===== src/verilog/fetch_pkg.sv =====
package fetch_pkg;

  localparam int num_super = 2;  // buffer logic assumes a pair
  localparam int addr_w = 64;
  localparam int inst_w = 32;

  localparam logic [inst_w-1:0] noop_inst = 32'h47ff041f;
  localparam logic [addr_w-1:0] poison_pc = 64'hbaadbeefdeadbeef;

  // branch view of an instruction word
  typedef struct packed {
    logic [5:0]         opcode;
    logic [4:0]         ra;
    logic signed [20:0] disp;  // word displacement
  } branch_fmt_t;

  function automatic logic is_cond_branch(logic [5:0] opcode);
    return opcode[5:3] == 3'b111;  // 0x38 to 0x3f
  endfunction

  typedef struct packed {
    logic [addr_w-1:0] pc;
    logic [addr_w-1:0] npc;
    logic [addr_w-1:0] target;
    logic [inst_w-1:0] inst;
    logic              valid;
  } fetch_entry_t;

  typedef struct packed {
    logic [num_super-1:0][addr_w-1:0] pc;
    logic [num_super-1:0][addr_w-1:0] npc;
    logic [num_super-1:0][addr_w-1:0] target;
    logic [num_super-1:0][inst_w-1:0] inst;
    logic [num_super-1:0]             valid;
  } fetch_pair_t;

  typedef struct packed {
    logic [num_super-1:0][addr_w-1:0] pc;
    logic [num_super-1:0][addr_w-1:0] npc;
    logic [num_super-1:0][inst_w-1:0] inst;
    logic [num_super-1:0][addr_w-1:0] target;
    logic                             valid;
  } fb_decoder_out_t;

endpackage


===== src/verilog/fetch_stage.sv =====
`timescale 1ns/10ps

module fetch_stage #(
  parameter logic [fetch_pkg::addr_w-1:0] reset_pc = '0
) (
  input  logic                                                   clock,
  input  logic                                                   rst,
  input  logic                                                   redirect,
  input  logic [fetch_pkg::addr_w-1:0]                           redirect_pc,
  input  logic                                                   fetch_en,
  input  logic [fetch_pkg::num_super-1:0][fetch_pkg::inst_w-1:0] rd_data,
  output logic [fetch_pkg::addr_w-1:0]                           pair_addr,
  output fetch_pkg::fetch_pair_t                                 pair
);

  localparam int aw = fetch_pkg::addr_w;
  localparam int ns = fetch_pkg::num_super;

  logic [aw-1:0]                  pc;
  logic [aw-1:0]                  next_pc;
  fetch_pkg::branch_fmt_t [ns-1:0] br;
  logic [ns-1:0]                  taken;
  logic [ns-1:0][aw-1:0]          offset;

  assign pair_addr = {pc[aw-1:3], 3'b000};
  assign br = rd_data;  // words seen in branch form

  always_comb begin
    for (int i = 0; i < ns; i++) begin
      // backward conditional branch predicted taken
      taken[i] = fetch_pkg::is_cond_branch(br[i].opcode) & br[i].disp[20];
      offset[i] = {{(aw - 23){br[i].disp[20]}}, br[i].disp, 2'b00};
      pair.pc[i] = pair_addr + aw'(4 * i);
      pair.npc[i] = pair.pc[i] + aw'(4);
      pair.inst[i] = rd_data[i];
      if (taken[i]) begin
        pair.target[i] = pair.npc[i] + offset[i];
      end else begin
        pair.target[i] = pair.npc[i];
      end
    end
    pair.valid[0] = ~pc[2];  // odd start skips slot 0
    pair.valid[1] = ~(pair.valid[0] & taken[0]);
  end

  // successor of the last valid slot
  assign next_pc = pair.valid[1] ? pair.target[1] : pair.target[0];

  always_ff @(posedge clock) begin
    if (rst) begin
      pc <= reset_pc;
    end else if (redirect) begin
      pc <= redirect_pc;  // redirect wins over fetch
    end else if (fetch_en) begin
      pc <= next_pc;
    end
  end

endmodule


===== config.mk =====
export PLATFORM = sky130hd
export DESIGN_NAME = fetch_stage
export DESIGN_NICKNAME = d
export VERILOG_FILES = /design/src/verilog/fetch_pkg.sv /design/src/verilog/fetch_stage.sv
export SDC_FILE = /design/constraint.sdc
export NUM_CORES = 1
export LEC_CHECK = 0
export ABC_CLOCK_PERIOD_IN_PS = 7830
export BUFFER_PORTS_ARGS = -buffer_cell sky130_fd_sc_hd__buf_2
export CORE_AREA = 10 10 240 242
export CTS_CLUSTER_SIZE = 30
export DETAILED_ROUTE_END_ITERATION = 12
export DIE_AREA = 0 0 250 252
export GPL_ROUTABILITY_DRIVEN = 0
export PLACE_DENSITY_LB_ADDON = 0.08
export SYNTH_ARGS = -nofsm -noshare
export SYNTH_HDL_FRONTEND = slang
export SYNTH_SLANG_ARGS = --single-unit

===== constraint.sdc =====
create_clock -name clock -period 7.83 [get_ports clock]
set_clock_uncertainty 0.2 [all_clocks]
set_input_delay 1.566 -clock clock [delete_from_list [all_inputs] [get_ports clock]]
set_output_delay 1.566 -clock clock [all_outputs]
set_load 0.03 [all_outputs]

==> results of run 1 <==
-- cells by family after synthesis --
logic type | after synthesis | synth area share (%)
xor+xnor | 168 | 9.424
simple gates | 712 | 21.29
other cells | 2 | 0.04785
compound gates | 705 | 29.06
mux | 19 | 1.308
fa+ha+maj | 135 | 10.86
buf+inv | 507 | 20.10
flops | 62 | 7.909
-- repair_timing --
item | CTS | global route
hold buffers | 0 | 0
resized for setup | 0 | 1
buffers inserted | 0 | 2
endpoints found under the setup margin | 0 | 1
-- Yosys cell counts (6+ instances only) --
library cell | instances | area [µm²]
a211oi_2 | 6 | 75.07
a221oi_1 | 12 | 105.1
nor2b_1 | 10 | 62.56
a21oi_1 | 253 | 1266
ha_1 | 133 | 1664
o21bai_1 | 18 | 135.1
o31ai_1 | 13 | 97.59
a211o_1 | 10 | 87.58
a21o_1 | 65 | 488.0
buf_4 | 327 | 2455
xnor2_1 | 94 | 823.3
nand2b_1 | 11 | 68.82
and2_1 | 18 | 112.6
o21ai_0 | 140 | 700.7
nand2_1 | 249 | 934.7
nand3_1 | 43 | 215.2
a31oi_1 | 13 | 81.33
and3_1 | 32 | 200.2
nor2_1 | 199 | 747.0
o21ai_1 | 20 | 100.1
nand4_1 | 52 | 325.3
inv_1 | 59 | 221.5
a211oi_1 | 26 | 195.2
dfxtp_1 | 62 | 1241
mux2i_1 | 7 | 70.07
o22ai_1 | 8 | 50.05
clkbuf_1 | 101 | 379.1
mux2_2 | 12 | 135.1
nor4_1 | 11 | 68.82
and4_1 | 11 | 96.34
o21a_1 | 17 | 127.6
or2_2 | 6 | 37.54
buf_1 | 6 | 22.52
xor2_1 | 73 | 639.4
nor3_1 | 40 | 200.2
or3_1 | 12 | 75.07
buf_2 | 13 | 65.06
o211ai_1 | 25 | 187.7
-- final timing paths --
path,startpoint,to,cells past startpoint
max reg2reg,pc[3],pc[48],18
min,pc[18],pc[18],4
max,pc[3],pair[191],18
min reg2reg,pc[18],pc[18],4
-- layout by cell type (no fill, tap or decap), types with 20 or more instances in the layout --
| cell type | count |
|---|---|
| xor2_1 | 73 |
| nor2_1 | 198 |
| o21ai_0 | 140 |
| nand4_1 | 52 |
| and3_1 | 32 |
| a211oi_1 | 26 |
| a21o_1 | 65 |
| a21oi_1 | 253 |
| xnor2_1 | 94 |
| o211ai_1 | 25 |
| buf_2 | 592 |
| nand2_1 | 249 |
| dfxtp_1 | 61 |
| nand3_1 | 43 |
| inv_1 | 58 |
| ha_1 | 133 |
| nor3_1 | 40 |
| o21ai_1 | 20 |
| buf_4 | 64 |
-- power by group through the flow --
stage                     combinational (mW)  clock (mW)  sequential (mW)
after floorplan                         1.29           0            0.390
after global placement                  1.72           0            0.394
after detailed placement                1.72           0            0.395
after CTS                               1.73       0.446            0.388
after global routing                    1.86       0.457            0.394
final                                   1.74       0.440            0.390
-- cell type report --
cell class | count | area, µm²
Multi-Input combinational cell | 1758 | 11370
Clock inverter | 3 | 40.04
Tap cell | 688 | 860.8
Antenna cell | 4 | 10.01
Clock buffer | 13 | 280.3
Fill cell | 5801 | 34960
Inverter | 59 | 221.5
Sequential cell | 62 | 1242
Timing Repair Buffer | 657 | 3463
-- worst max-delay path: stages, from the launching register on --
cell and delay, ns:
dfxtp_1 0.50, ha_1 0.25, nand3_1 0.16, or2_2 0.45
nor2_1 0.24, nand3_1 0.13, xnor2_1 0.52, ha_1 0.26
nand2_1 0.09, nor4_2 0.39, o2111ai_1 0.17, o22ai_1 0.46
o21ai_2 0.17, o31ai_4 0.40, a41oi_4 0.19, o21ai_1 0.19
xnor2_1 0.09, a21oi_1 0.29, buf_2 0.28
-- layer usage --
metal,global-route usage (%),vias to the layer above
met5,0,-
met4,5.112,0
met3,3.208,59
met2,35.80,814
met1,33.78,8273
li1,-,8367
-- stage by stage --
| stage | setup slack, ns | util, % | total power, mW | cells |
|---|---|---|---|---|
| after floorplan | 1.009 | - | 1.685 | 2327 |
| after global placement | 0.7181 | 32.69 | 2.119 | 3222 |
| after detailed placement | 0.6978 | 32.69 | 2.116 | 3222 |
| after CTS | 0.3238 | 33.30 | 2.563 | 3238 |
| after global routing | 0.02962 | 33.34 | 2.709 | 3243 |
| final | 0.4599 | 33.35 | 2.567 | 3244 |
==> impl_results.md, run 1 <==
- Status: finished clean
- Synth unique cells: 95
- Number of antenna violations at the first check in global routing: 4
- Crit-path max FO: 7
- Largest net degree at the start of global routing: between 60 and 70
- Total gr overflow: 0
- DR vias: 17.51k
- Most flops, register: pc
- Max Cap Viol: 0
- Ys flop type: dfxtp_1
- Gate Count Post-Synth: 2310
- Combinational fraction of design power: 67.7%
- Min Tclk post-route: roughly 7.4 ns
- Pwr dens: ~150 nW/µm²
- Cell area after placement: roughly 17000 µm²
- # rows: 84
- Synth Warn #: 0
- Hold crit path type: reg2reg
- EDFF count, synth: 0
- Flop-to-flop setup slack: about 2.3 ns
- Remaining antenna violation count: 0
- Async SR Flop Fraction: 0%
- GR Util All Layers: about a quarter
- Final #Nets: around 2.8k
- Switch share: 55.89%
- Layout cells sized above 1: 29.35%
- Core Area: 52450 µm²
- Total CTS buffers: 9
- Clock-pin slew on the worst setup and hold paths: 0.06 ns
- Starting density of the core: around 30%
- Top Registers: pc (62)
- Sequential power share: between 10% and 20%
- P_leak: about 9 nW
- Clock Power Share: approximately 17%
- CTS tree: done
- Setup Crit Path Kind: reg2out
- Required time of the worst setup path: 6.06 ns
- Worst skew pair latency: roughly 0.35 ns
- Worst-Margin Slew: approximately 0.9 ns
- Number of flip-flops in the largest register: between 60 and 70
- DRC Markers: 0
- Die Ht: between 200 and 300 µm
- Die area: about 63000 µm²
- Max Slew Vio Count: 0
- Hold_ws: 0.4988 ns
- DP Wirelength: about 67000 µm
- Setup-failing EPs final: 0
- Setup crit end kind: primary output
- Peak supply drop: 109.9 µV
- Clk buf depth: 2
- Buffers added on ports: 592
- Rel. slew slack: a little over two fifths
- H-tree level count: 3
- Uppermost layer routed: met4
- Sink Count: 62
- Metal-1 WL: 37950 µm
- Crit path DAT: 5.60 ns
- Startpoint Class: flop
- Post-route cell area: 17490 µm²
- Ports: 646
- DR WL met2: around 34000 µm
- Internal Power: ~1.1 mW
- DR vias/cell: 5.399
- Total wire length: just under 80000 µm
- Area grow syn2layout: 11.44%
- Post-Syn Area: 15690 µm²
- Number of global-route vias before repair: about 17k
- Drt wl/cell: between 20 and 25 µm
- Period utilisation layout: a little over nine tenths
- WL met3: about 5000 µm
- RSZ-0062 raised after global routing: false
- Register area share after synthesis: around 8%
- DRT iter0 DRCs: 1489
- Final setup TNS: 0 ns
- Fmax: between 100 and 150 MHz
- Switching power: roughly 1.4 mW
- Die X: between 200 and 300 µm
- Fin. Hold Viols: 0
- Mean Syn Cell Area: slightly below 7 µm²
- Post-synthesis sequential element count: 62
- First-pass detailed-route iteration total: 5
- First-pass GRT wire length: ~110000 µm
- Root buf cell: clkbuf_16
No activity file was read; power rests on OpenSTA's default activity.
==> run 2, diff against run 1 <==
ABC_CLOCK_PERIOD_IN_PS = 9200   (was 7830)
CORE_AREA = 10 10 245 247   (was 10 10 240 242)
DIE_AREA = 0 0 255 257   (was 0 0 250 252)
PLACE_DENSITY = 0.61   (was unset)
PLACE_DENSITY_LB_ADDON = unset   (was 0.08)
clock period = 9.2 ns   (was 7.83 ns; I/O delays follow)
==> run 2 against run 1 <==
  * Count of clock-buffer cells in the layout fell by 2
  * Non-clock buffer count fell by 47
  * Clock power fell by 21%
  * Combinational power fell by 19%
  * Largest power group unchanged
  * Register-to-register slack improved by 1.0 ns
  * Total power fell by 17%
  * Largest cell class unchanged
  * Via count fell by 1.2%
==> impl_results.md, run 2 (same netlist as run 1, synthesis figures left out) <==
- Most frequent cells in the layout: buf_2 (592), a21oi_1 (253), nand2_1 (249), nor2_1 (198), o21ai_0 (140) (unchanged)
- Top Registers: pc (62) (unchanged)
- Total wire length: 76510 µm (was 78820 µm)
- Final #Nets: 2767 (was 2814)
- Setup Crit Path Kind: reg2out (unchanged)
- Worst skew pair latency: 0.35 ns (about the same)
- Peak supply drop: 91.15 µV (was 109.9 µV)
- Largest net degree at the start of global routing: 89 (was 67)
- H-tree level count: 3 (unchanged)
- Area grow syn2layout: 9.041% (was 11.44%)
- Layout cells sized above 1: 27.88% (was 29.35%)
- DR vias: 17.30k (was 17.51k)
- Sequential power share: 17.3% (was 15.2%)
- Number of antenna violations at the first check in global routing: 12 (was 4)
- Most flops, register: pc (unchanged)
- Required time of the worst setup path: 7.16 ns (was 6.06 ns)
- First-pass GRT wire length: 108700 µm (was 113400 µm)
- CTS Hold Buffers Added: 0 (unchanged)
- RSZ-0062 raised after global routing: false (unchanged)
- Status: finished clean (unchanged)
- Max Slew Vio Count: 0 (unchanged)
- Min-delay src: pc[11] (was pc[18])
- GR Layer Usage met2: 33.30% (was 35.80%)
- Pwr dens: 123.9 nW/µm² (was 146.8 nW/µm²)
- DRT iter0 DRCs: 1969 (was 1489)
- Flop-to-flop setup slack: 3.33 ns (was 2.31 ns)
- Filler cells: 6170 (was 5801)
- Number of flip-flops in the largest register: 62 (unchanged)
- Total power: 2.120 mW (was 2.567 mW)
- Final setup TNS: 0 ns (unchanged)
- Startpoint Class: flop (unchanged)
- Remaining antenna violation count: 0 (unchanged)
- Fmax: 122.8 MHz
- Launch point of the worst reg-to-reg path: pc[12] (was pc[3])
- Number of global-route vias before repair: 16.12k (was 16.59k)
- CTS tree: done (unchanged)
- Critical path startpoint: pc[12] (was pc[3])
- Die Ht: 257 µm (was 252 µm)
- Setup-failing EPs final: 0 (unchanged)
- Period utilisation layout: approximately nine tenths
- Root buf cell: clkbuf_16 (unchanged)
- Starting density of the core: 28.60% (was 29.92%)
- Crit-path max FO: 13 (was 7)
- Met3 usage in global routing: 5.171% (was 3.208%)
- Switching power: 1.199 mW (was 1.435 mW)
- Commonest non-fill, non-tap cell in the layout: buf_2 (unchanged)
- Postcts setup bufs: 0 (unchanged)
- Met1 GRT Util: 30.22% (was 33.78%)
- Internal Power: 0.9208 mW (was 1.133 mW)
- Clock Power Share: 16.4% (was 17.1%)
- Ports: 646 (unchanged)
- Min Tclk post-route: ~8 ns
- Hold_ws: 0.5140 ns (was 0.4988 ns)
- Buffers added on ports: 592 (unchanged)
- Hold crit path type: reg2reg (unchanged)
- DR vias/cell: 5.387 (was 5.399)
- DP Wirelength: 64260 µm (was 66960 µm)
- Setup crit end kind: primary output (unchanged)
- GR Util All Layers: 21.94% (was 23.34%)
- Fin. Hold Viols: 0 (unchanged)
- Total gr overflow: 0 (unchanged)
- Post-cts gate resize count: 0 (unchanged)
- P_leak: 8.606 nW (was 8.879 nW)
- Drt wl/cell: 23.82 µm (was 24.30 µm)
- First-pass detailed-route iteration total: 5 (unchanged)
- DRC Markers: 0 (unchanged)
- Rel. slew slack: 31.19% (was 41.73%)
- Die area: 65540 µm² (was 63000 µm²)
- Total CTS buffers: 9 (unchanged)
- Worst-Margin Slew: 1.023 ns (was 0.8741 ns)
- Combinational fraction of design power: 66.3% (was 67.7%)
- Sink Count: 62 (unchanged)
- Crit path DAT: 6.10 ns (was 5.60 ns)
- Gr busiest metal: met2 (unchanged)
- Die X: 255 µm (was 250 µm)
- Max Cap Viol: 0 (unchanged)
- Clk buf depth: 2 (unchanged)
- # rows: 86 (was 84)
- Clock-pin slew on the worst setup and hold paths: 0.05 ns (was 0.06 ns)
- Switch share: 56.57% (was 55.89%)
- Core Area: 54880 µm² (was 52450 µm²)
[run 2: changes by cell type in the layout (fill, tap and decap cells not counted)]
cell / before / now
clkinvlp_4: 0 / 1
dfxtp_1: 61 / 62
buf_4: 64 / 18
inv_2: 1 / 0
clkbuf_8: 4 / 1
clkbuf_1: 0 / 1
dfxtp_2: 1 / 0
clkinv_1: 0 / 1
buf_12: 1 / 0
[run 2: final timing paths]
check	cells past startpoint	to
min reg2reg	2	pc[11]
max	17	pair[189]
max reg2reg	17	pc[59]
min	2	pc[11]
[run 2: layer usage]
metal / share of wire (%) / vias up
li1: - / 8288
met1: 46 / 8112
met2: 43 / 794
met3: 8.9 / 98
met4: 2.6 / 12
met5: 0.10 / -
[run 2: area by class of cell]
| type | count | area, µm² | area share, % |
|---|---|---|---|
| Antenna cell | 4 | 10.01 | 0.05849 |
| Clock buffer | 11 | 242.7 | 1.418 |
| Clock inverter | 4 | 47.55 | 0.2778 |
| Inverter | 59 | 221.5 | 1.294 |
| Multi-Input combinational cell | 1758 | 11370 | 66.45 |
| Sequential cell | 62 | 1241 | 7.253 |
| Tap cell | 704 | 880.8 | 5.147 |
| Timing Repair Buffer | 610 | 3098 | 18.10 |
[run 2: critical path, cell delays in order, from the launching register on]
cell and delay (ns):
dfxtp_1 0.67, nand4_1 0.27, nor4_1 0.45, nand4_1 0.28, nor2_2 0.37, nand2_1 0.11
xnor2_1 0.21, ha_1 0.54, nand4_1 0.33, inv_1 0.16, o2111ai_1 0.12, o22ai_1 0.49
o21ai_2 0.17, o31ai_4 0.37, a41oi_4 0.20, xor2_1 0.18, o21ai_0 0.51, buf_2 0.32
[run 2: power groups by stage]
stage                     clock [mW]  combinational (mW)  sequential [mW]
after floorplan                    0                1.10            0.332
after global placement             0                1.39            0.371
after detailed placement           0                1.39            0.372
after CTS                      0.354                1.40            0.366
after global routing           0.361                1.51            0.372
final                          0.347                1.41            0.366
[run 2: metrics by stage]
stage	util [%]	area [µm²]	setup slack (ns)	std cells
finish	31.18	17110	1.056	3212
floorplan	-	15760	2.105	2327
global route	31.17	17100	0.8402	3208
detailed placement	30.64	16810	1.433	3193
CTS	31.17	17100	1.158	3208
global placement	30.64	16810	1.448	3193
